`src/verilog/dram_sim_consts.svh`:
```
`ifndef DRAM_SIM_CONSTS_SVH
`define DRAM_SIM_CONSTS_SVH

// Bus and word geometry
`define DRAM_ADDR_W 16
`define DRAM_DATA_W 64

// Start of the memory window on the bus
`define DRAM_BASE 16'h8000

`define DRAM_WORDS 256
`define DRAM_RD_LATENCY 3

// Outstanding write responses
`define B_CNT_DEPTH 4

`endif

```
`src/verilog/dram_sim_pkg.sv`:
```
`include "dram_sim_consts.svh"

package dram_sim_pkg;

    typedef struct packed {
        logic [`DRAM_ADDR_W-1:0] addr;
    } axil_ax_t;

    typedef struct packed {
        logic [`DRAM_DATA_W-1:0] data;
    } axil_w_t;

    typedef struct packed {
        logic [`DRAM_DATA_W-1:0] data;
        logic [1:0]              resp;
    } axil_r_t;

    typedef struct packed {
        logic [1:0] resp;
    } axil_b_t;

    // Master-driven side of the port
    typedef struct packed {
        axil_ax_t ar;
        logic     ar_valid;
        axil_ax_t aw;
        logic     aw_valid;
        axil_w_t  w;
        logic     w_valid;
        logic     r_ready;
        logic     b_ready;
    } axil_req_t;

    // Slave-driven side of the port
    typedef struct packed {
        logic    ar_ready;
        logic    aw_ready;
        logic    w_ready;
        axil_r_t r;
        logic    r_valid;
        axil_b_t b;
        logic    b_valid;
    } axil_resp_t;

    // Address is already aligned and rebased
    typedef struct packed {
        logic                    we;
        logic [`DRAM_ADDR_W-1:0] addr;
        logic [`DRAM_DATA_W-1:0] wdata;
    } dram_req_t;

endpackage

```
`src/verilog/dram_req_arbiter.sv`:
```
`timescale 1ns/1ps

module dram_req_arbiter
    import dram_sim_pkg::*;
(
    input  logic      clk_i,
    input  logic      rst_n_i,
    input  dram_req_t wr_req_i,
    input  logic      wr_valid_i,
    output logic      wr_ready_o,
    input  dram_req_t rd_req_i,
    input  logic      rd_valid_i,
    output logic      rd_ready_o,
    output dram_req_t mem_req_o,
    output logic      mem_valid_o,
    input  logic      mem_ready_i
);

    // High means the read stream has priority next
    logic prio_rd_q;
    logic lock_q;
    logic lock_rd_q;
    logic sel_rd;
    logic xfer;

    always_comb begin
        if (lock_q) begin
            sel_rd = lock_rd_q;
        end else if (wr_valid_i && rd_valid_i) begin
            sel_rd = prio_rd_q;
        end else begin
            sel_rd = rd_valid_i;
        end
    end

    assign mem_req_o   = sel_rd ? rd_req_i : wr_req_i;
    assign mem_valid_o = sel_rd ? rd_valid_i : wr_valid_i;
    assign wr_ready_o  = ~sel_rd & mem_ready_i;
    assign rd_ready_o  = sel_rd & mem_ready_i;

    assign xfer = mem_valid_o & mem_ready_i;

    always_ff @(posedge clk_i) begin
        if (!rst_n_i) begin
            prio_rd_q <= 1'b0;
            lock_q    <= 1'b0;
            lock_rd_q <= 1'b0;
        end else begin
            if (xfer) begin
                prio_rd_q <= ~sel_rd;
            end
            // Hold the grant while the memory stalls
            lock_q    <= mem_valid_o & ~mem_ready_i;
            lock_rd_q <= sel_rd;
        end
    end

    a_mem_req_stable: assert property (
        @(posedge clk_i) disable iff (!rst_n_i)
        mem_valid_o && !mem_ready_i |=> mem_valid_o && $stable(mem_req_o)
    );

endmodule

```
`config.mk`:
```
export PLATFORM = sky130hd
export DESIGN_NAME = dram_req_arbiter
export DESIGN_NICKNAME = d
export VERILOG_FILES = /design/src/verilog/dram_sim_pkg.sv /design/src/verilog/dram_req_arbiter.sv
export VERILOG_INCLUDE_DIRS = /design/src /design/src/verilog
export SDC_FILE = /design/constraint.sdc
export NUM_CORES = 1
export LEC_CHECK = 0
export ABC_AREA = 1
export BUFFER_PORTS_ARGS = -buffer_cell sky130_fd_sc_hd__clkbuf_2
export CAP_MARGIN = 40
export CELL_PAD_IN_SITES_DETAIL_PLACEMENT = 2
export CELL_PAD_IN_SITES_GLOBAL_PLACEMENT = 2
export CORE_ASPECT_RATIO = 1.25
export CORE_MARGIN = 4
export CORE_UTILIZATION = 10
export CTS_CLUSTER_DIAMETER = 200
export DETAILED_ROUTE_END_ITERATION = 8
export PLACE_DENSITY_LB_ADDON = 0.2
export SLEW_MARGIN = 20
export SYNTH_ARGS = -nofsm -noshare
export SYNTH_HDL_FRONTEND = slang
export SYNTH_SLANG_ARGS = --single-unit
```
`constraint.sdc`:
```
create_clock -name clk_i -period 1.21 [get_ports clk_i]
set_input_delay 0 -clock clk_i [delete_from_list [all_inputs] [get_ports clk_i]]
set_output_delay 0 -clock clk_i [all_outputs]
set_load 0.01 [all_outputs]
```
# After elaboration in Yosys (flattened, before gate mapping)
# Cells that the tools add are included.
[totals]
output_inout_bits = 84
input_bits = 167
reg_bits = 3
[classes]
bitwise_logic = 6
muxes = 4
reduce_logical = 1
[op_table]
columns = ["cell", "n"]
rows = [
  ["$mux W81", 1],
  ["$and A1 B1 Y1", 4],
  ["$mux W1", 3],
  ["$not A1 Y1", 2],
  ["$logic_and A1 B1 Y1", 1],
]

# Logic depth before layout (Yosys ltp)
# Gate-level depths: netlist (run 1).
[logic_depth]
ltp_word = 5
mapped_depth = 9

# Least setup slack after synthesis (run 1)
# Ideal clock, no wire load.
[synth_path]
path_kind = "register to register"
from = "reg prio_rd_q"
to = "reg prio_rd_q"
arrival_ns = 0.926
t_required_ns = 1.140
setup_slack_ns = 0.215
period_less_slack_ns = 0.995
path_stages_with_launch = 9
cell_sequence = "dfxtp_1 > inv_1 > nand2_1 > nand2_1 > nand2_1 > buf_6 > nor2_4 > nand2_1 > a21oi_1"
[synth_via]
elab_chain_len = 4
[synth_rtl]
columns = ["element", "line", "text"]
rows = [
  ["from (decl)", "dram_req_arbiter.sv:20", "logic prio_rd_q;"],
  ["from (signal assigned)", "dram_req_arbiter.sv:50", "prio_rd_q <= ~sel_rd;"],
  ["$mux W1 *", "dram_req_arbiter.sv:29", "end else if (wr_valid_i && rd_valid_i) begin"],
  ["$mux W1 *", "dram_req_arbiter.sv:27", "if (lock_q) begin"],
  ["$mux W1", "dram_req_arbiter.sv:37", "assign mem_valid_o = sel_rd ? rd_valid_i : wr_valid_i;"],
  ["$and A1 B1 Y1", "dram_req_arbiter.sv:41", "assign xfer = mem_valid_o & mem_ready_i;"],
]
# Every way passes the cells marked *; elsewhere a longest branch is shown, timed or not.
# A chain may end at the register's enable or synchronous reset.

==> metrics.yaml, run 1 <==
synth_most_common_cell: "nand2_1"
antennaDiodeCount: 0
utilization_pct: 27.2
antenna_found_initial: 0
setup_viol: 84
hold_viol: 0
cpPeakStageDelay_ns: 0.33
hp-class: "input port to flop"
worstHoldStart: "rst_n_i"
outcome: "finished with violations"
rows: 45
nets: 714
grt_max_degree: 28
dpl.hpwl_mm: 8.39
cp.arrival_ns: 1.44
synth.top_cells.by_count: "nand2_1 (250), buf_6 (9), buf_4 (8), inv_1 (6)"
fin_skew_ns: 0.000968
worstPathBufferInverterCount: 4
synth_cell_type_count: 12
routed_via_density: 3.91
async_flop_share_pct: 0
cp_cell_sequence: "nor2_4, nand2_4, nand2_8, inv_12, buf_12, clkbuf_16, nand2_2, nand2_1, buf_2"
drive_above_1_share_pct: 56.2
grt_overflow_total: 0
crit_slowest_cell: "dfxtp_2"
die_x_um: 108
track_usage_pct: 13.4
grt_pass1_wl_mm: 15.4
power_density_mw_per_mm2: 676
critical_path_class: "flop to output port"
cts_num_sinks: 3
syn_to_final_growth_pct: 167
start_util_pct: 10.2
yosysWarnings: 0
r2r-end: "prio_rd_q$_SDFFE_PN0P_"
worstHoldEndpoint: "prio_rd_q$_SDFFE_PN0P_"
failed_checks: "negative setup slack"
fill_cells: 1591
synth_top_cell_by_area: "nand2_1"
ys_seq_elements: 3
p_leak_nw: 2.18
port_buffers: 250
netlist_instances: 287
route.detailed.drc: 0
critical_path.max_fanout: 6
r2r_start: "prio_rd_q$_SDFFE_PN0P_"
vias: 2775
die-area_mm2: 0.0142
ys_seq_area_share_pct: 4.85
wl_mm: 10.7
syn_avg_cell_area_um2: 4.32
synth_top_cell_area_share_pct: 75.8
vdd_drop_max_mv: 0.418
grt_pass1_vias: 3067
drt_first_pass_iters: 4
totalNegativeSetupSlack_ns: -13.36
clk_pin_slew_worst_paths_ns: 0.03
place_congestion: 0.744
cts_buffers: 3
fmax_mhz: 692
synth_ff_type: "dfxtp_1"
ios: 251
synth_nets: 454
rsz0062_at_grt: "true"
synth_area_mm2: 0.00124
drv_slew: 0
timing.slew.headroom_pct: 90.1
critPathLaunchType: "flop"
whs_ns: 0.0248
worstHoldPathCells: 3
cpLargestDelayFamily: "buffers and inverters"
clockBufferDepth: 2
cts_tree: "done"
ant_nets: 0
period_needed_ns: 1.44
root_buffer: "clkbuf_16"
h-tree-depth: 1
clock_latency_ns: 0.22
rr_worst_depth: 9
core_mm2: 0.0122
r2r_setup_slack_ns: -0.07
drv_cap: 0
yosys-top-cells-area: "nand2_1 (76%), buf_6 (8.2%), dfxtp_1 (4.8%)"
post-route-period-util_pct: 119
end_kind: "output port"
synth_edf_count: 0
die_h_um: 132
wl_per_cell_um: 15.1
placed_cell_area_mm2: 0.00263
cp.required_ns: 1.21
fin_ws_ns: -0.234
place_ws_ns: -0.0508
design_area_mm2: 0.00331
drtIter0Drc: 49
tightestPinTransition_ns: 0.148
## cells by family (layout without fill, tap and decap cells)
| group | count (synthesis) | in the layout | synth area share (%) |
|---|---|---|---|
| simple gates | 258 | 258 | 79.2 |
| buf+inv | 25 | 284 | 15.6 |
| flops | 3 | 3 | 4.85 |
| compound gates | 1 | 1 | 0.404 |
## per-layer routing
layer  vias to the layer above  share of wire, %  track usage [%]
li1                       1366                 -                -
met1                      1264                35             13.0
met2                       143                56             27.7
met3                         2               9.5             4.15
met4                         0              0.10             1.26
met5                         -                 0                0
## worst max path at each step
stage	slack (ns)	start	end	depth (start not counted)
2_1_floorplan	0.21	prio_rd_q$_SDFFE_PN0P_	prio_rd_q$_SDFFE_PN0P_	8
3_3_place_gp	-0.01	prio_rd_q$_SDFFE_PN0P_	mem_req_o[43]	9
3_5_place_dp	-0.05	lock_q$_SDFF_PN0_	mem_req_o[4]	7
4_1_cts	-0.26	prio_rd_q$_SDFFE_PN0P_	mem_req_o[48]	10
5_1_grt	-0.30	prio_rd_q$_SDFFE_PN0P_	mem_req_o[60]	10
6_report	-0.23	lock_q$_SDFF_PN0_	mem_req_o[60]	9
## layout make-up
type	instances	area [um2]	area share [%]
Timing Repair Buffer	273	1830	55.2
Multi-Input combinational cell	259	1100	33.2
Sequential cell	3	62.6	1.89
Inverter	7	38.8	1.17
Tap cell	164	205	6.20
Clock buffer	4	78.8	2.38
## flip-flops by register name, indices dropped and copies added, names as in the netlist
name / flops
lock_rd_q: 1
lock_q: 1
prio_rd_q: 1
## power breakdown
| part | total, mW | switching [mW] | leakage, nW | internal (mW) |
|---|---|---|---|---|
| clock | 0.525 | 0.0899 | 0.0382 | 0.435 |
| sequential | 0.111 | 0.00507 | 0.0254 | 0.106 |
| combinational | 1.60 | 0.788 | 2.11 | 0.812 |
## tightest hold or removal path: stages
cell and delay, ns:
clkbuf_2 0.08, inv_1 0.08, a21oi_1 0.05
## through the flow
stage | total power, mW | instances
after floorplan | 0.713 | 287
after global placement | 1.33 | 689
after detailed placement | 1.37 | 689
after CTS | 2.11 | 704
after global routing | 2.43 | 710
final | 2.24 | 710
## cells in the final DEF (no fill, tap or decap)
cell,Yosys,final
clkbuf_1,0,1
inv_1,6,5
buf_12,0,9
nor2_1,3,1
nand3_1,3,3
buf_4,8,1
nand2_8,0,1
clkbuf_2,0,218
nand2_4,0,5
inv_12,0,1
dlygate4sd3_1,0,1
nor2_2,0,1
nor3_1,1,1
buf_8,0,1
nand2_1,250,225
dfxtp_2,0,2
inv_2,1,1
dfxtp_1,3,1
nor2_4,1,2
buf_2,1,18
clkbuf_16,0,8
buf_6,9,15
buf_16,0,5
a21oi_1,1,1
nand2_2,0,19
## repair_timing
| item | in CTS | in global routing |
|---|---|---|
| gates resized for setup | 27 | 71 |
| gates cloned | 5 | 6 |
| pin swaps | 2 | 6 |
| hold buffers | 1 | 0 |
| setup buffers | 5 | 0 |
| endpoints found under the hold margin | 1 | 0 |
| endpoints found under the setup margin | 83 | 85 |
Note: power is estimated with default switching activity, not from simulation.
==> run 2: changes to the inputs <==
- ABC_AREA: 1 -> not set
- CORE_UTILIZATION: 10 -> 12
==> run 2 against run 1 <==
Critical path type unchanged. Fmax is 13% lower. Count of clock-buffer cells in the layout stayed put. Wire length is 8.2% lower. Combinational power is 2% higher. Global-route usage is 1.1 points lower. The run still ends with negative setup slack left.
==> metrics.yaml, run 2 <==
fin_skew_ns: 0.00216  # was 0.000968 ns
wl_mm: 9.85  # was 10.7 mm
synth_top_cell_by_area: "mux2_4"  # was nand2_1
ys_seq_area_share_pct: 4.15  # was 4.85%
intPower_mw: 1.55  # was 1.35 mW
clk_pin_slew_worst_paths_ns: 0.03  # about the same
whs_ns: 0.0410  # was 0.0248 ns
period_needed_ns: 1.66  # was 1.44 ns
die-area_mm2: 0.0139  # was 0.0142 mm2
path_depth: 6  # was 9
cts_num_sinks: 3  # unchanged
yosysWarnings: 0  # unchanged
crit_slowest_cell: "mux2_2"  # was dfxtp_2
synth_most_common_cell: "mux2_4"  # was nand2_1
grt_overflow_total: 0  # unchanged
worstPathBufferInverterCount: 3  # was 4
power_density_mw_per_mm2: 671  # was 676 mW/mm2
outcome: "finished with violations"  # unchanged
die_h_um: 131  # was 132 um
power_frac_seq_pct: 4.9  # was 5.0%
rsz0062_at_grt: "true"  # unchanged
post-route-period-util_pct: 137  # was 119%
timing.slew.headroom_pct: 86.6  # was 90.1%
fin_ws_ns: -0.447  # was -0.234 ns
ant_nets: 0  # unchanged
route.detailed.drc: 0  # unchanged
drv_slew: 0  # unchanged
antenna_found_initial: 1  # was 0
drive_above_1_share_pct: 97.9  # was 56.2%
cp.arrival_ns: 1.66  # was 1.44 ns
ys_seq_elements: 3  # unchanged
final_common_cell: "clkbuf_2"  # was nand2_1
synth_edf_count: 0  # unchanged
async_flop_share_pct: 0  # unchanged
combPwrFrac_pct: 71.6  # about the same
worstHoldStart: "rst_n_i"  # unchanged
fill_cells: 1375  # was 1591
clock_latency_ns: 0.23  # was 0.22 ns
cts_tree: "done"  # unchanged
port_buffers: 250  # unchanged
synth_nets: 275  # was 454
grt_pass1_vias: 2282  # was 3067
critical_path.max_fanout: 8  # was 6
power_frac_clock_pct: 23.5  # about the same
synth_ff_type: "dfxtp_1"  # unchanged
critical_path_class: "flop to output port"  # unchanged
drt_first_pass_iters: 2  # was 4
place_ws_ns: -0.232  # was -0.0508 ns
critPathLaunchType: "flop"  # unchanged
drtIter0Drc: 27  # was 49
cp.required_ns: 1.21  # about the same
end_kind: "output port"  # unchanged
wl_per_cell_um: 18.3  # was 15.1 um
synth_cell_type_count: 20  # was 12
vias: 2046  # was 2775
r2r_start: "lock_q$_SDFF_PN0_"  # was prio_rd_q$_SDFFE_PN0P_
cts_buffers: 3  # unchanged
cpLargestDelayFamily: "buffers and inverters"  # unchanged
track_usage_pct: 12.3  # was 13.4%
hp-class: "input port to flop"  # unchanged
synth_top_cell_area_share_pct: 59.1  # was 75.8%
core_mm2: 0.0117  # was 0.0122 mm2
mostFrequentLayoutCells: "clkbuf_2 (225), mux2_4 (69), buf_6 (28), mux2_2 (12), buf_4 (10)"  # was nand2_1 (225), clkbuf_2 (218), nand2_2 (19), buf_2 (18), buf_6 (15)
top_regs: "lock_q x1, lock_rd_q x1, prio_rd_q x1"  # unchanged
antennaDiodeCount: 0  # unchanged
tightestPinTransition_ns: 0.200  # was 0.148 ns
r2r_setup_slack_ns: -0.05  # was -0.07 ns
clockBufferDepth: 2  # unchanged
place_congestion: 0.738  # was 0.744
syn_to_final_growth_pct: 136  # was 167%
die_x_um: 106  # was 108 um
critical_path.endpoint: "mem_req_o[3]"  # was mem_req_o[60]
ios: 251  # unchanged
rows: 44  # was 45
cpPeakStageDelay_ns: 0.33  # about the same
vdd_drop_max_mv: 0.318  # was 0.418 mV
root_buffer: "clkbuf_16"  # unchanged
routed_via_density: 3.80  # was 3.91
fmax_mhz: 604  # was 692 MHz
nets: 545  # was 714
dpl.hpwl_mm: 8.72  # was 8.39 mm
p_switching_mw: 0.741  # was 0.883 mW
rr_worst_depth: 7  # was 9
h-tree-depth: 1  # unchanged
synth_area_mm2: 0.00145  # was 0.00124 mm2
syn_avg_cell_area_um2: 13.4  # was 4.32 um2
start_util_pct: 12.3  # was 10.2%
grt_pass1_wl_mm: 13.0  # was 15.4 mm
synth.top_cells.by_count: "mux2_4 (57), mux2_2 (24), buf_12 (6), dfxtp_1 (3)"  # was nand2_1 (250), buf_6 (9), buf_4 (8), inv_1 (6)
failed_checks: "negative setup slack"  # unchanged
sw_frac_of_total_pct: 32.3  # was 39.5%
hold_viol: 0  # unchanged
r2r-end: "lock_rd_q$_SDFF_PN0_"  # was prio_rd_q$_SDFFE_PN0P_
grt_max_degree: 18  # was 28
drv_cap: 0  # unchanged
setup_viol: 84  # unchanged
yosys-top-cells-area: "mux2_4 (59%), mux2_2 (19%), buf_12 (8.3%)"  # was nand2_1 (76%), buf_6 (8.2%), dfxtp_1 (4.8%)
startpoint: "lock_q$_SDFF_PN0_"  # unchanged
netlist_instances: 108  # was 287
p_leak_nw: 1.96  # was 2.18 nW
cp_cell_sequence: "nand2b_4, o21ai_4, buf_6, clkbuf_16, mux2_2, clkbuf_2"  # was nor2_4, nand2_4, nand2_8, inv_12, buf_12, clkbuf_16, nand2_2, nand2_1, buf_2
-- run 2: worst min-delay path by stage --
stage	end	slack [ns]	depth (start not counted)
final	lock_rd_q$_SDFF_PN0_	0.04	2
after global routing	lock_rd_q$_SDFF_PN0_	0.06	2
after CTS	lock_rd_q$_SDFF_PN0_	0.02	2
after detailed placement	lock_rd_q$_SDFF_PN0_	0.26	2
after global placement	lock_rd_q$_SDFF_PN0_	0.25	2
after floorplan	wr_ready_o	0.10	2
-- run 2: per-layer routing --
layer	global-route usage, %	wire (um)	up-vias
met5	0	13	-
met2	21.1	4730	176
met3	6.00	1370	7
met4	1.60	42	2
li1	-	-	944
met1	14.3	3690	917
-- run 2: cell type report --
class / instances / area, um2 / area share [%]
Multi-Input combinational cell: 95 / 1320 / 38.5
Clock buffer: 4 / 78.8 / 2.31
Sequential cell: 3 / 63.8 / 1.87
Tap cell: 161 / 201 / 5.90
Inverter: 1 / 3.75 / 0.110
Timing Repair Buffer: 274 / 1750 / 51.3
-- run 2: cells by family (layout without fill, tap and decap cells) --
| group | after synthesis | in the layout | synth area share (%) |
|---|---|---|---|
| AND/OR/NAND/NOR | 10 | 10 | 4.84 |
| AO/OA/AOI/OAI | 4 | 4 | 2.59 |
| multiplexers | 81 | 81 | 77.8 |
| flip-flops | 3 | 3 | 4.15 |
| buffers and inverters | 10 | 279 | 10.6 |
-- run 2: power groups by stage --
stage | combinational (mW) | clock, mW | sequential, mW
2_1_floorplan | 0.773 | 0 | 0.112
3_3_place_gp | 1.40 | 0 | 0.111
3_5_place_dp | 1.41 | 0 | 0.112
4_1_cts | 1.46 | 0.548 | 0.112
5_1_grt | 1.76 | 0.556 | 0.114
6_report | 1.64 | 0.540 | 0.113
-- run 2: per-stage QoR --
step	power, mW	util [%]	instances	area [um2]	setup TNS [ns]
final	2.29	29.1	538	3420	-33.99
after global routing	2.43	29.1	538	3420	-39.86
after CTS	2.12	26.3	532	3090	-35.70
after detailed placement	1.52	25.0	524	2930	-15.58
after global placement	1.51	25.0	524	2930	-13.94
after floorplan	0.885	-	108	1450	-0.753
-- run 2: what timing repair did --
item	in CTS	in global routing
buffers inserted	3	3
pin swaps	0	3
gates cloned	1	3
hold buffers	0	0
gates resized for setup	9	77
setup endpoints to repair	84	85
