===== config.mk =====
export PLATFORM = sky130hd
export DESIGN_NAME = axil_dram_frontend
export DESIGN_NICKNAME = d
export VERILOG_FILES = /design/src/verilog/dram_sim_pkg.sv /design/src/verilog/axil_dram_frontend.sv
export VERILOG_INCLUDE_DIRS = /design/src /design/src/verilog
export SDC_FILE = /design/constraint.sdc
export NUM_CORES = 1
export LEC_CHECK = 0
export ABC_AREA = 1
export BUFFER_PORTS_ARGS = -buffer_cell sky130_fd_sc_hd__buf_2
export CELL_PAD_IN_SITES_DETAIL_PLACEMENT = 0
export CELL_PAD_IN_SITES_GLOBAL_PLACEMENT = 1
export CORE_AREA = 4 4 155 157
export CTS_BUF_LIST = sky130_fd_sc_hd__clkbuf_8
export DETAILED_ROUTE_END_ITERATION = 6
export DIE_AREA = 0 0 159 161
export PLACE_DENSITY = 0.6
export SETUP_SLACK_MARGIN = 0.02
export SYNTH_ARGS = -nofsm -noshare
export SYNTH_HDL_FRONTEND = slang
export SYNTH_SLANG_ARGS = --single-unit

===== constraint.sdc =====
create_clock -name clk_i -period 1.6 [get_ports clk_i]
set_clock_uncertainty 0.15 [all_clocks]
set_input_delay 0.16 -clock clk_i [delete_from_list [all_inputs] [get_ports clk_i]]
set_output_delay 0.16 -clock clk_i [all_outputs]
set_load 0.01 [all_outputs]

===== src/verilog/dram_sim_consts.svh =====
`ifndef DRAM_SIM_CONSTS_SVH
`define DRAM_SIM_CONSTS_SVH

// Bus and word geometry
`define DRAM_ADDR_W 16
`define DRAM_DATA_W 64

// Start of the memory window on the bus
`define DRAM_BASE 16'h8000

`define DRAM_WORDS 256
`define DRAM_RD_LATENCY 3

// Outstanding write responses
`define B_CNT_DEPTH 4

`endif


===== src/verilog/dram_sim_pkg.sv =====
`include "dram_sim_consts.svh"

package dram_sim_pkg;

    typedef struct packed {
        logic [`DRAM_ADDR_W-1:0] addr;
    } axil_ax_t;

    typedef struct packed {
        logic [`DRAM_DATA_W-1:0] data;
    } axil_w_t;

    typedef struct packed {
        logic [`DRAM_DATA_W-1:0] data;
        logic [1:0]              resp;
    } axil_r_t;

    typedef struct packed {
        logic [1:0] resp;
    } axil_b_t;

    // Master-driven side of the port
    typedef struct packed {
        axil_ax_t ar;
        logic     ar_valid;
        axil_ax_t aw;
        logic     aw_valid;
        axil_w_t  w;
        logic     w_valid;
        logic     r_ready;
        logic     b_ready;
    } axil_req_t;

    // Slave-driven side of the port
    typedef struct packed {
        logic    ar_ready;
        logic    aw_ready;
        logic    w_ready;
        axil_r_t r;
        logic    r_valid;
        axil_b_t b;
        logic    b_valid;
    } axil_resp_t;

    // Address is already aligned and rebased
    typedef struct packed {
        logic                    we;
        logic [`DRAM_ADDR_W-1:0] addr;
        logic [`DRAM_DATA_W-1:0] wdata;
    } dram_req_t;

endpackage


===== src/verilog/axil_dram_frontend.sv =====
`timescale 1ns/1ps
`include "dram_sim_consts.svh"

module axil_dram_frontend
    import dram_sim_pkg::*;
(
    input  logic                    clk_i,
    input  logic                    rst_n_i,
    input  axil_req_t               axil_req_i,
    output axil_resp_t              axil_resp_o,
    output dram_req_t               wr_req_o,
    output logic                    wr_valid_o,
    input  logic                    wr_ready_i,
    output dram_req_t               rd_req_o,
    output logic                    rd_valid_o,
    input  logic                    rd_ready_i,
    input  logic [`DRAM_DATA_W-1:0] rd_rsp_data_i,
    input  logic                    rd_rsp_valid_i,
    output logic                    rd_rsp_ready_o
);

    localparam int unsigned ALIGN_SHIFT = $clog2(`DRAM_DATA_W / 8);
    localparam int unsigned B_CNT_W     = $clog2(`B_CNT_DEPTH + 1);

    logic [`DRAM_ADDR_W-1:0] rd_addr;
    logic [`DRAM_ADDR_W-1:0] wr_addr;
    logic [B_CNT_W-1:0]      b_cnt_q;
    logic                    b_full;
    logic                    b_push;
    logic                    b_pop;

    // Drop byte offset, then move into the memory window
    assign rd_addr = ((axil_req_i.ar.addr >> ALIGN_SHIFT) << ALIGN_SHIFT) - `DRAM_BASE;
    assign wr_addr = ((axil_req_i.aw.addr >> ALIGN_SHIFT) << ALIGN_SHIFT) - `DRAM_BASE;

    // AR
    assign rd_req_o = '{
        we:    1'b0,
        addr:  rd_addr,
        wdata: '0
    };
    assign rd_valid_o           = axil_req_i.ar_valid;
    assign axil_resp_o.ar_ready = rd_ready_i;

    // AW and W accepted together
    assign wr_req_o = '{
        we:    1'b1,
        addr:  wr_addr,
        wdata: axil_req_i.w.data
    };
    assign wr_valid_o           = axil_req_i.aw_valid & axil_req_i.w_valid & ~b_full;
    assign axil_resp_o.aw_ready = wr_ready_i & wr_valid_o;
    assign axil_resp_o.w_ready  = wr_ready_i & wr_valid_o;

    // R straight from the model
    assign axil_resp_o.r.data  = rd_rsp_data_i;
    assign axil_resp_o.r.resp  = 2'b00;
    assign axil_resp_o.r_valid = rd_rsp_valid_i;
    assign rd_rsp_ready_o      = axil_req_i.r_ready;

    // B count
    assign b_full  = (b_cnt_q == B_CNT_W'(`B_CNT_DEPTH));
    assign b_push  = wr_valid_o & wr_ready_i;
    assign b_pop   = axil_resp_o.b_valid & axil_req_i.b_ready;

    assign axil_resp_o.b.resp  = 2'b00;
    assign axil_resp_o.b_valid = (b_cnt_q != '0);

    always_ff @(posedge clk_i) begin
        if (!rst_n_i) begin
            b_cnt_q <= '0;
        end else begin
            case ({b_push, b_pop})
                2'b10:   b_cnt_q <= b_cnt_q + 1'b1;
                2'b01:   b_cnt_q <= b_cnt_q - 1'b1;
                default: b_cnt_q <= b_cnt_q;
            endcase
        end
    end

    // Write accepted while the count is full would overflow it
    a_b_cnt_no_overflow: assert property (
        @(posedge clk_i) disable iff (!rst_n_i)
        b_push && !b_pop |-> ##1 b_cnt_q <= B_CNT_W'(`B_CNT_DEPTH)
    );

    a_b_cnt_no_underflow: assert property (
        @(posedge clk_i) disable iff (!rst_n_i)
        b_pop && !b_push |-> ##1 b_cnt_q < B_CNT_W'(`B_CNT_DEPTH)
    );

endmodule


---- After elaboration in Yosys (flattened, before gate mapping) ----
Index checks and enable logic that the tools add are counted.
storage, ports and cells
  RAM bits ................................ 0
  bits in latches ......................... 0
  memory bits (read-only) ................. 0
  output and inout port bits .............. 238
  register bits ........................... 3
  memories ................................ 0
cells by class
  $add $sub $neg .......................... 4
  reduce and logical (&&, ||, !) cells .... 2
  muxes and demuxes ....................... 1
  divide/modulo/power cells ............... 0
  equal/unequal tests ..................... 3
  shifts and indexed selects .............. 0
  bitwise operators ....................... 5
  magnitude comparators ................... 0
  multipliers ............................. 0
operators with widths
  cell                    number
  $sub 16x16->16 const B  2
  $pmux 3 s2              1
  $and 1x1->1             4
  $add 3x1->3 const B     1
  $eq 3x3->1 const B      1
  $reduce_bool 3->1       1
  $sub 3x1->3 const B     1
  $eq 2x1->1 const B      1
  $eq 2x2->1 const B      1
  $reduce_bool 2->1       1
  $not 1->1               1

---- Logic depth before layout (Yosys ltp) ----
Gate-level depths: netlist of the first run.
  depth after elaboration ................. 6
  depth in mapped cells ................... 13

---- Least setup slack after synthesis of the first run ----
Ideal clock, no wire load.
  path kind ............................... reg-to-reg
  from .................................... reg b_cnt_q[0]
  to ...................................... reg b_cnt_q[2]
  setup time .............................. 0.110 ns
  buffers on the path ..................... 0
  data arrival time ....................... 1.542 ns
  stages on the path, launching flop included .. 13
  path slack .............................. -0.202 ns
  period minus slack after synthesis ...... 1.802 ns
  cell sequence ........................... dfxtp_1 -> inv_2 -> nand3_1 -> and2_1 -> ha_1 -> inv_2 -> fa_1 -> inv_1 -> nand2_1 -> nand3_1 -> nand2_1 -> inv_1 -> nor2_1
RTL lines
  element                 RTL line                  text
  start, declared         axil_dram_frontend.sv:27  logic [B_CNT_W-1:0] b_cnt_q;
  start signal, assigned  axil_dram_frontend.sv:74  2'b10: b_cnt_q <= b_cnt_q + 1'b1;
  start signal, assigned  axil_dram_frontend.sv:75  2'b01: b_cnt_q <= b_cnt_q - 1'b1;
  start signal, assigned  axil_dram_frontend.sv:76  default: b_cnt_q <= b_cnt_q;

---- Worst setup path after layout of the first run ----
  from .................................... reg b_cnt_q[1]
  to ...................................... reg b_cnt_q[2]
between the ends
  word-level cells in the longest chain between the ends .. 6
RTL lines
  element                                          RTL line                  text
  $eq 3x3->1                                       axil_dram_frontend.sv:62  assign b_full = (b_cnt_q == B_CNT_W'(`B_CNT_DEPTH));
  $not 1->1                                        axil_dram_frontend.sv:51  assign wr_valid_o = axil_req_i.aw_valid & axil_req_i.w_valid & ~b_full;
  $and 1x1->1                                      axil_dram_frontend.sv:51
  $and 1x1->1                                      axil_dram_frontend.sv:63  assign b_push = wr_valid_o & wr_ready_i;
  $eq 2x1->1 or $eq 2x2->1 (tied branches)         axil_dram_frontend.sv:73  case ({b_push, b_pop})
  $pmux 3 s2 or $reduce_bool 2->1 (tied branches)  -
Parallel ways exist; a longest one is shown, timed or not.
A chain may end at the register's enable or synchronous reset.

==> results of run 1 <==
-- metal layers --
| metal | wire length (µm) | up-vias | share of wire [%] |
|---|---|---|---|
| met5 | 0 | - | 0 |
| met4 | 678 | 0 | 16 |
| met3 | 1440 | 84 | 33 |
| met2 | 1940 | 204 | 45 |
| met1 | 289 | 218 | 6.7 |
| li1 | - | 220 | - |
-- logic make-up after synthesis --
family	synth area share, %
AO/OA/AOI/OAI	1.01
flip-flops	3.03
AND/OR/NAND/NOR	3.53
other	0.378
buffers and inverters	90.4
adder cells (fa/ha/maj)	1.64
-- cell usage after synthesis (all sizes together) --
library cell / n / share of area, %
nand3: 2 / 0.50
conb: 2 / 0.38
nand2: 6 / 1.4
nor2: 2 / 0.50
nor3: 1 / 0.50
fa: 1 / 1.0
and2: 1 / 0.32
dfxtp: 3 / 3.0
inv: 10 / 1.9
buf: 234 / 89
nand4: 1 / 0.32
ha: 1 / 0.63
a21oi: 2 / 0.50
o21ai: 2 / 0.50
-- through the flow --
stage | setup slack, ns | setup TNS, ns | area, µm²
2_1_floorplan | -0.0983 | -0.151 | 2280
3_3_place_gp | -0.133 | -0.215 | 977
3_5_place_dp | -0.158 | -0.254 | 977
4_1_cts | -0.155 | -0.242 | 1040
5_1_grt | -0.235 | -0.387 | 1050
6_report | -0.128 | -0.184 | 1050
-- cell type report --
cell class | instances | area share [%]
Multi-Input combinational cell | 95 | 41.7
Tap cell | 285 | 33.9
Timing Repair Buffer | 19 | 10.5
Sequential cell | 3 | 6.07
Clock buffer | 3 | 3.93
Inverter | 10 | 3.57
Clock inverter | 1 | 0.357
-- final timing paths --
| check | cells past startpoint | endpoint |
|---|---|---|
| setup / recovery | 12 | b_cnt_q[2] |
| hold / removal | 3 | b_cnt_q[2] |
| setup reg to reg | 12 | b_cnt_q[2] |
| hold reg to reg | 3 | b_cnt_q[2] |
-- worst register-to-register path: stages (launching register included) --
cell	delay (ns)
sky130_fd_sc_hd__dfxtp_2	0.32
sky130_fd_sc_hd__nor3_4	0.18
sky130_fd_sc_hd__nor2_2	0.06
sky130_fd_sc_hd__nand2_2	0.08
sky130_fd_sc_hd__ha_4	0.14
sky130_fd_sc_hd__inv_2	0.04
sky130_fd_sc_hd__fa_2	0.36
sky130_fd_sc_hd__inv_2	0.05
sky130_fd_sc_hd__nand2_1	0.05
sky130_fd_sc_hd__nand3_1	0.06
sky130_fd_sc_hd__nand2_1	0.05
sky130_fd_sc_hd__inv_1	0.04
sky130_fd_sc_hd__nor2_1	0.03
-- power breakdown --
part	internal, mW	total, mW	switching, mW
sequential	0.106	0.132	0.0257
combinational	0.159	0.410	0.251
clock	0.163	0.209	0.0457
total	0.428	0.750	0.322
-- what timing repair did --
action                                  in CTS  in global routing
resized for setup                            3                  3
pin swaps                                    1                  0
buffers inserted                             1                  1
hold buffers                                 0                  0
endpoints found under the setup margin       2                  4
==> impl_results.rst, run 1 <==
.. list-table::
   :header-rows: 1

   * - Metric
     - Value
   * - Status
     - finished, violations left
   * - Violated checks
     - negative setup slack
   * - Root buffer cell
     - sky130_fd_sc_hd__clkbuf_8
   * - Number of nets at the end of the flow
     - just over 300
   * - Number of flip-flops in the largest register
     - 3
   * - Number of antenna violations at the first check in global routing
     - 0
   * - Time the final worst path needs with I/O delays and setup
     - 1.73 ns
   * - GR Util met3
     - 3.96%
   * - Clock transition at the register clock pins on the worst setup and hold paths after CTS
     - around 0.03 ns
   * - Iteration-0 DRC count of the detailed router
     - 9
   * - Most frequent cells in the layout
     - sky130_fd_sc_hd__conb_1 (76), sky130_fd_sc_hd__buf_2 (13), sky130_fd_sc_hd__inv_2 (6), sky130_fd_sc_hd__buf_4 (6), sky130_fd_sc_hd__inv_1 (5)
   * - Sequential share of the synthesized area
     - 3.03%
   * - Min-Delay Path Class
     - primary input to register
   * - Period utilization
     - 108%
   * - Max-capacitance violation count
     - 0
   * - Pwr/cell area
     - slightly above 700 mW/mm²
   * - Wire length of the first global-routing pass
     - 4820 µm
   * - Final weighted congestion in routability-driven placement
     - 0.599
   * - Synthesis-to-layout area growth
     - -47.0%
   * - Commonest non-fill, non-tap cell in the layout
     - sky130_fd_sc_hd__conb_1
   * - Worst hold margin
     - between 0.04 and 0.05 ns
   * - Startpoint kind of the worst setup timing path
     - register
   * - Biggest fanout along the worst timing path
     - 3
   * - TritonCTS clock tree
     - done
   * - Arrival time of the worst setup path
     - roughly 1.7 ns
   * - Count of buffering cells on the critical path with inverters included
     - 3
   * - Fill cell total of the finished layout
     - 2646
   * - Worst Hold Launch
     - rst_n_i
   * - Met1 usage
     - 0.478%
   * - Required @ worst endpoint
     - 1.56 ns
   * - Sequential cell area
     - 63.8 µm²
   * - Pin count of the biggest net entering global routing
     - 5
   * - Sequence of cells on the critical path
     - nor3_4, nor2_2, nand2_2, ha_4, inv_2, fa_2, inv_2, nand2_1, nand3_1, nand2_1, inv_1, nor2_1
   * - Yosys Warn Count
     - 0
   * - Cell family with the largest share of critical-path delay
     - simple AND/OR/NAND/NOR gates
   * - Register-to-register setup slack
     - -0.13 ns
   * - Mean routed wirelength per cell
     - 10.4 µm
   * - Largest registers
     - b_cnt_q (3)
   * - Congestion Overflow GR
     - 0
   * - Delay of the slowest critical-path stage
     - 0.35 ns
   * - Layout cell share with drive strength beyond 1
     - 29.8%
   * - Sink Count
     - 3
   * - Reg2reg start
     - b_cnt_q[1]
   * - HPWL after detailed placement
     - 3770 µm
   * - Worst setup path startpoint
     - b_cnt_q[1]
   * - Number of levels in the clock H-tree
     - 1
   * - Post-layout total power
     - between 0.7 and 0.8 mW
   * - Tot GR Track Use
     - 2.78%
   * - Worst-Skew Late Latency
     - 0.21 ns
   * - Yosys cell types
     - 17
   * - GR Layer Usage met2
     - 4.02%
   * - Initial core utilization
     - 8.82%
   * - Vias post-DR
     - 726
   * - Num ports
     - 408
   * - Crit end category
     - register
   * - Layout Cells excl Fill
     - 416
   * - Final Core Density
     - roughly 4.7%
   * - Cell at the slowest stage of the critical path
     - sky130_fd_sc_hd__fa_2
   * - Final Hold Fails
     - 0
   * - Standard-cell row count
     - 55
   * - Register bank with the most flops
     - b_cnt_q
   * - Die extent in y
     - 161 µm
   * - Number of instances in the placed design
     - 410
   * - Total CTS buffers
     - 3
   * - Number of global-route vias before repair
     - 630
   * - Drc violations
     - 0
   * - Number of search-and-repair iterations in the first detailed-routing pass
     - 4
   * - Area of the die
     - 0.0256 mm²
   * - Final Slew Violations
     - 0
   * - Synth Area per Inst
     - roughly 7.4 µm²
   * - Buffer levels on the longest clock path
     - 2
   * - Mapped Cells
     - 268
   * - Number of routed nets with antenna violations
     - 0
   * - Chip Width
     - 159 µm
   * - DRT Wirelength
     - between 4000 and 5000 µm
   * - Fmax achieved
     - 579 MHz
   * - Most Used Layer, Global Route
     - met4
   * - Antenna diode instance count
     - 0
   * - Netlist area before placement
     - 0.00198 mm²
   * - Unrepaired setup endpoints after global routing
     - true
   * - Number of input and output port buffers inserted
     - 13
   * - Core region area
     - 0.0225 mm²
   * - Class of the most critical setup path
     - register to register
   * - Final setup slack of the worst path
     - -0.128 ns
   * - Finish-stage setup viols
     - 2
   * - Area occupied by multi-input gates
     - roughly 440 µm²
   * - Vias per cell
     - ~1.7
   * - Peak supply drop
     - 241 µV
   * - Static leakage
     - 0.477 nW
   * - #FFs+latches synth
     - 3
No activity file was read; power rests on OpenSTA's default activity.
==> run 2: changes to the inputs <==
--- a/config.mk
+++ b/config.mk
@@ -14,6 +14,7 @@
 export CTS_BUF_LIST = sky130_fd_sc_hd__clkbuf_8
 export DETAILED_ROUTE_END_ITERATION = 6
 export DIE_AREA = 0 0 159 161
+export HOLD_SLACK_MARGIN = 0.12
 export PLACE_DENSITY = 0.6
 export SETUP_SLACK_MARGIN = 0.02
 export SYNTH_ARGS = -nofsm -noshare
==> impl_results.rst, run 2 (same netlist as run 1, synthesis figures left out) <==
.. list-table::
   :header-rows: 1

   * - Metric
     - Value
   * - Status
     - finished, violations left
   * - Violated checks
     - negative setup slack
   * - Largest registers
     - b_cnt_q (3)
   * - Area of the die
     - 0.0256 mm² (unchanged)
   * - Wire length of the first global-routing pass
     - 4870 µm (+1.0%)
   * - Mean routed wirelength per cell
     - 10.5 µm (+0.40%)
   * - Number of nets at the end of the flow
     - 305 (+0.33%)
   * - TritonCTS clock tree
     - done
   * - Pin count of the biggest net entering global routing
     - 5 (unchanged)
   * - Tot GR Track Use
     - 2.80% (+0.016 points)
   * - Post-route cell area
     - 0.00106 mm² (+0.95%)
   * - Initial core utilization
     - 8.82% (unchanged)
   * - Final setup slack of the worst path
     - -0.133 ns (-0.00473 ns)
   * - Worst-Skew Late Latency
     - 0.21 ns (about the same)
   * - Most frequent cells in the layout
     - sky130_fd_sc_hd__conb_1 (76), sky130_fd_sc_hd__buf_2 (13), sky130_fd_sc_hd__inv_2 (6), sky130_fd_sc_hd__buf_4 (6), sky130_fd_sc_hd__inv_1 (5)
   * - Congestion Overflow GR
     - 0 (unchanged)
   * - Worst Hold Launch
     - rd_rsp_data_i[5]
   * - Number of levels in the clock H-tree
     - 1 (unchanged)
   * - Vias per cell
     - 1.77 (+1.7%)
   * - Required @ worst endpoint
     - 1.56 ns (about the same)
   * - Layout cell share with drive strength beyond 1
     - 29.5% (-0.23 points)
   * - Drc violations
     - 0 (unchanged)
   * - Number of global-route vias before repair
     - 640 (+1.6%)
   * - Buffer levels on the longest clock path
     - 2 (unchanged)
   * - Pwr/cell area
     - 709 mW/mm² (-0.73%)
   * - Biggest fanout along the worst timing path
     - 3 (unchanged)
   * - Time the final worst path needs with I/O delays and setup
     - 1.73 ns (+0.00473 ns)
   * - Reg2reg start
     - b_cnt_q[1]
   * - Chip Width
     - 159 µm (unchanged)
   * - Die extent in y
     - 161 µm (unchanged)
   * - Root buffer cell
     - sky130_fd_sc_hd__clkbuf_8
   * - Worst hold margin
     - 0.170 ns (+0.122 ns)
   * - Unrepaired setup endpoints after global routing
     - true
   * - Worst hold path depth
     - 0 (-3)
   * - HPWL after detailed placement
     - 3770 µm (unchanged)
   * - Number of routed nets with antenna violations
     - 0 (unchanged)
   * - Register bank with the most flops
     - b_cnt_q
   * - Fmax achieved
     - 577 MHz (-0.27%)
   * - Number of flip-flops in the largest register
     - 3 (unchanged)
   * - Class of the most critical setup path
     - register to register
   * - Number of input and output port buffers inserted
     - 13 (unchanged)
   * - Synthesis-to-layout area growth
     - -46.5%
   * - R2R depth
     - 12 (unchanged)
   * - Static leakage
     - 0.481 nW (+0.88%)
   * - Num ports
     - 408 (unchanged)
   * - Finish-stage setup viols
     - 2 (unchanged)
   * - Arrival time of the worst setup path
     - 1.69 ns (about the same)
   * - Crit end category
     - register
   * - Min-Delay Path Class
     - primary input to output port
   * - Final Core Density
     - 4.72% (+0.044 points)
   * - Antenna diode instance count
     - 0 (unchanged)
   * - Final Hold Fails
     - 0 (unchanged)
   * - Commonest non-fill, non-tap cell in the layout
     - sky130_fd_sc_hd__conb_1
   * - Core region area
     - 0.0225 mm² (unchanged)
   * - Standard-cell row count
     - 55 (unchanged)
   * - Fill cell total of the finished layout
     - 2645 (-0.038%)
   * - Vias post-DR
     - 740 (+1.9%)
   * - Number of search-and-repair iterations in the first detailed-routing pass
     - 4 (unchanged)
   * - Worst r2r dst
     - b_cnt_q[2]
   * - Final Slew Violations
     - 0 (unchanged)
   * - Max-capacitance violation count
     - 0 (unchanged)
   * - Register-to-register setup slack
     - -0.13 ns (about the same)
   * - Total CTS buffers
     - 3 (unchanged)
   * - Post-layout total power
     - 0.752 mW (+0.21%)
   * - Sink Count
     - 3 (unchanged)
   * - Final weighted congestion in routability-driven placement
     - 0.599 (unchanged)
   * - Area after DPL
     - 977 µm² (unchanged)
   * - Destination of the worst hold path
     - axil_resp_o[11]
   * - Iteration-0 DRC count of the detailed router
     - 12 (+3)
   * - Period utilization
     - 108% (+0.30 points)
   * - Startpoint kind of the worst setup timing path
     - register
   * - Peak supply drop
     - 240 µV (about the same)
   * - Pre-CTS setup slack
     - -0.158 ns (unchanged)
   * - Clock transition at the register clock pins on the worst setup and hold paths after CTS
     - 0.03 ns (about the same)
   * - DRT Wirelength
     - 4370 µm (+0.64%)
   * - Number of antenna violations at the first check in global routing
     - 0 (unchanged)
[run 2: cell count changes in the layout (fill, tap and decap cells not counted), sizes merged]
cell,before,now
dlygate4sd3,0,1
[run 2: routing by layer]
layer  wire, µm  global-route usage [%]  vias up
li1           -                       -      222
met3       1440                    3.96       88
met1        297                   0.494      226
met4        724                    5.13        0
met2       1910                    3.96      204
met5          0                       0        -
[run 2: worst max-delay path by stage]
stage,startpoint,to,slack (ns),cells after the start
floorplan,b_cnt_q[1],b_cnt_q[2],-0.1,12
global placement,b_cnt_q[2],b_cnt_q[2],-0.13,13
detailed placement,b_cnt_q[2],b_cnt_q[2],-0.16,13
CTS,b_cnt_q[1],b_cnt_q[2],-0.16,12
global route,b_cnt_q[2],b_cnt_q[2],-0.24,13
finish,b_cnt_q[1],b_cnt_q[2],-0.13,12
[run 2: timing repair]
item / 4_1_cts / 5_1_grt
gates resized for setup: 3 / 3
endpoints found under the hold margin: 3 / 0
hold buffers: 1 / 0
pin swaps: 1 / 0
endpoints found under the setup margin: 2 / 4
buffers inserted: 1 / 1
[run 2: critical path, stage by stage, from the launching register on]
cell	delay, ns
sky130_fd_sc_hd__dfxtp_2	0.32
sky130_fd_sc_hd__nor3_4	0.18
sky130_fd_sc_hd__nor2_2	0.06
sky130_fd_sc_hd__nand2_2	0.08
sky130_fd_sc_hd__ha_4	0.14
sky130_fd_sc_hd__inv_2	0.04
sky130_fd_sc_hd__fa_2	0.35
sky130_fd_sc_hd__inv_2	0.05
sky130_fd_sc_hd__nand2_1	0.05
sky130_fd_sc_hd__nand3_1	0.06
sky130_fd_sc_hd__nand2_1	0.05
sky130_fd_sc_hd__inv_1	0.04
sky130_fd_sc_hd__nor2_1	0.03
[run 2: stage by stage]
stage / TNS, ns / std cells
after floorplan: -0.151 / 342
after global placement: -0.215 / 410
after detailed placement: -0.254 / 410
after global routing: -0.423 / 417
final: -0.194 / 417
after CTS: -0.242 / 416
[run 2: report_power, final]
part           switching [mW]  internal, mW  leakage, nW  total (mW)
registers              0.0257         0.106       0.0258       0.132
logic                   0.251         0.160        0.428       0.411
clock network          0.0457         0.163       0.0269       0.209
[run 2: final cells by class]
cell class | instances | area (µm²) | area share [%]
Multi-Input combinational cell | 95 | 438 | 41.3
Tap cell | 285 | 357 | 33.6
Timing Repair Buffer | 20 | 120 | 11.3
Sequential cell | 3 | 63.8 | 6.01
Clock buffer | 3 | 41.3 | 3.89
Inverter | 10 | 37.5 | 3.54
Clock inverter | 1 | 3.75 | 0.354
==> run 3: changes to the inputs <==
--- a/config.mk
+++ b/config.mk
@@ -7,7 +7,7 @@
 export NUM_CORES = 1
 export LEC_CHECK = 0
 export ABC_AREA = 1
-export BUFFER_PORTS_ARGS = -buffer_cell sky130_fd_sc_hd__buf_2
+export BUFFER_PORTS_ARGS = -buffer_cell sky130_fd_sc_hd__clkbuf_2
 export CELL_PAD_IN_SITES_DETAIL_PLACEMENT = 0
 export CELL_PAD_IN_SITES_GLOBAL_PLACEMENT = 1
 export CORE_AREA = 4 4 155 157
==> impl_results.rst, run 3 (same netlist as run 1, synthesis figures left out) <==
.. list-table::
   :header-rows: 1

   * - Metric
     - Value
   * - Standard-cell row count
     - 55 (unchanged)
   * - Register bank with the most flops
     - b_cnt_q
   * - TritonCTS clock tree
     - done
   * - Mean routed wirelength per cell
     - 10.7 µm (+1.8%)
   * - Core region area
     - 0.0225 mm² (unchanged)
   * - Biggest fanout along the worst timing path
     - 3 (unchanged)
   * - Largest registers
     - b_cnt_q (3)
   * - Area of the die
     - 0.0256 mm² (unchanged)
   * - Time the final worst path needs with I/O delays and setup
     - 1.73 ns (+0.000365 ns)
   * - Vias post-DR
     - 747 (+0.95%)
   * - Crit end category
     - register
   * - Sink Count
     - 3 (unchanged)
   * - Tot GR Track Use
     - 2.93% (+0.13 points)
   * - Number of routed nets with antenna violations
     - 0 (unchanged)
   * - Final weighted congestion in routability-driven placement
     - 0.592 (-1.1%)
   * - Iteration-0 DRC count of the detailed router
     - 3 (-9)
   * - Worst-Skew Late Latency
     - 0.21 ns (about the same)
   * - Max-capacitance violation count
     - 0 (unchanged)
   * - Arrival time of the worst setup path
     - 1.69 ns (about the same)
   * - Number of global-route vias before repair
     - 706 (+10%)
   * - Vias per cell
     - 1.78 (+0.22%)
   * - Final Hold Fails
     - 0 (unchanged)
   * - Root buffer cell
     - sky130_fd_sc_hd__clkbuf_8
   * - Buffer levels on the longest clock path
     - 2 (unchanged)
   * - Clock transition at the register clock pins on the worst setup and hold paths after CTS
     - 0.03 ns (about the same)
   * - Number of levels in the clock H-tree
     - 1 (unchanged)
   * - Fmax achieved
     - 577 MHz (about the same)
   * - Layout cell share with drive strength beyond 1
     - 31.1% (+1.6 points)
   * - Drc violations
     - 0 (unchanged)
   * - Pin count of the biggest net entering global routing
     - 5 (unchanged)
   * - Area occupied by multi-input gates
     - 434 µm² (-0.86%)
   * - Register-to-register setup slack
     - -0.13 ns (about the same)
   * - Static leakage
     - 0.502 nW (+4.4%)
   * - Number of flip-flops in the largest register
     - 3 (unchanged)
   * - Finish-stage setup viols
     - 2 (unchanged)
   * - Sequential cell area
     - 62.6 µm² (-2.0%)
   * - Antenna diode instance count
     - 0 (unchanged)
   * - Fill cell total of the finished layout
     - 2654 (+0.34%)
   * - Pwr/cell area
     - 754 mW/mm² (+6.4%)
   * - Required @ worst endpoint
     - 1.55 ns (about the same)
   * - Period utilization
     - 108% (about the same)
   * - Most frequent cells in the layout
     - sky130_fd_sc_hd__conb_1 (76), sky130_fd_sc_hd__clkbuf_2 (12), sky130_fd_sc_hd__buf_4 (9), sky130_fd_sc_hd__inv_2 (6), sky130_fd_sc_hd__inv_1 (5)
   * - Synthesis-to-layout area growth
     - -45.3%
   * - DRT Wirelength
     - 4480 µm (+2.5%)
   * - Number of antenna violations at the first check in global routing
     - 0 (unchanged)
   * - Die extent in y
     - 161 µm (unchanged)
   * - Total CTS buffers
     - 3 (unchanged)
   * - Chip Width
     - 159 µm (unchanged)
   * - Number of nets at the end of the flow
     - 308 (+0.98%)
   * - Class of the most critical setup path
     - register to register
   * - Unrepaired setup endpoints after global routing
     - true
   * - Wire length of the first global-routing pass
     - 5180 µm (+6.4%)
   * - Initial core utilization
     - 8.82% (unchanged)
   * - Commonest non-fill, non-tap cell in the layout
     - sky130_fd_sc_hd__conb_1
   * - Min-Delay Path Class
     - primary input to output port
   * - Worst hold margin
     - 0.170 ns (unchanged)
   * - Peak supply drop
     - 252 µV (+4.7%)
   * - Number of search-and-repair iterations in the first detailed-routing pass
     - 2 (-2)
   * - Congestion Overflow GR
     - 0 (unchanged)
   * - Violated checks
     - negative setup slack
   * - HPWL after detailed placement
     - 3840 µm (+1.9%)
   * - Status
     - finished, violations left
   * - Final setup slack of the worst path
     - -0.133 ns (-0.000365 ns)
   * - Pre-CTS setup slack
     - -0.153 ns (+0.00524 ns)
   * - Num ports
     - 408 (unchanged)
   * - Startpoint kind of the worst setup timing path
     - register
   * - Final Slew Violations
     - 0 (unchanged)
   * - Number of input and output port buffers inserted
     - 13 (unchanged)
## run 3: cell types whose count changed in the layout (fill, tap and decap cells not counted)
cell / change
sky130_fd_sc_hd__buf_2: -13
sky130_fd_sc_hd__nand2_2: +1
sky130_fd_sc_hd__buf_6: +1
sky130_fd_sc_hd__dfxtp_1: +1
sky130_fd_sc_hd__dfxtp_2: -1
sky130_fd_sc_hd__nor3_4: -1
sky130_fd_sc_hd__nor3_2: +1
sky130_fd_sc_hd__buf_4: +3
sky130_fd_sc_hd__clkbuf_2: +12
sky130_fd_sc_hd__nand2_1: -1
## run 3: worst paths after layout
| kind | startpoint | endpoint | depth (start not counted) |
|---|---|---|---|
| worst max-delay path | b_cnt_q[1] | b_cnt_q[2] | 12 |
| worst min-delay path | rd_rsp_data_i[5] | axil_resp_o[11] | 0 |
| worst max register to register | b_cnt_q[1] | b_cnt_q[2] | 12 |
| worst min register to register | b_cnt_q[2] | b_cnt_q[2] | 3 |
## run 3: final cells by class
| type | count | share of cell area (%) |
|---|---|---|
| Clock buffer | 3 | 3.81 |
| Multi-Input combinational cell | 95 | 40.0 |
| Tap cell | 285 | 32.9 |
| Inverter | 10 | 3.46 |
| Clock inverter | 1 | 0.346 |
| Sequential cell | 3 | 5.77 |
| Timing Repair Buffer | 23 | 13.7 |
## run 3: metal layers
metal / global-route usage, % / vias up / routed length, µm
met1: 0.524 / 232 / 334
met4: 5.25 / 0 / 767
li1: - / 225 / -
met3: 4.01 / 88 / 1420
met2: 4.29 / 202 / 1960
met5: 0 / - / 0
## run 3: critical path, stage by stage (launching register included)
cell                      delay [ns]
sky130_fd_sc_hd__dfxtp_2        0.32
sky130_fd_sc_hd__nor3_2         0.19
sky130_fd_sc_hd__nor2_2         0.06
sky130_fd_sc_hd__nand2_2        0.09
sky130_fd_sc_hd__ha_4           0.14
sky130_fd_sc_hd__inv_2          0.04
sky130_fd_sc_hd__fa_2           0.35
sky130_fd_sc_hd__inv_2          0.06
sky130_fd_sc_hd__nand2_2        0.04
sky130_fd_sc_hd__nand3_1        0.05
sky130_fd_sc_hd__nand2_1        0.05
sky130_fd_sc_hd__inv_1          0.04
sky130_fd_sc_hd__nor2_1         0.03
## run 3: repair_timing
item,in CTS,in global routing
hold buffers,1,0
pin swaps,1,0
hold endpoints to repair,3,0
gates resized for setup,3,4
buffers inserted,5,2
endpoints found under the setup margin,2,3
## run 3: power by group
part	internal [mW]	total [mW]	switching (mW)
clock network	0.163	0.209	0.0462
registers	0.104	0.123	0.0191
logic	0.211	0.486	0.274
## run 3: through the flow
step | util (%) | power, mW | area, µm² | std cells | TNS [ns]
floorplan | - | 0.933 | 2280 | 342 | -0.151
global placement | 4.38 | 0.527 | 985 | 411 | -0.203
detailed placement | 4.38 | 0.544 | 985 | 411 | -0.260
CTS | 4.82 | 0.812 | 1080 | 421 | -0.360
global route | 4.82 | 0.897 | 1080 | 420 | -0.414
finish | 4.82 | 0.818 | 1080 | 420 | -0.237
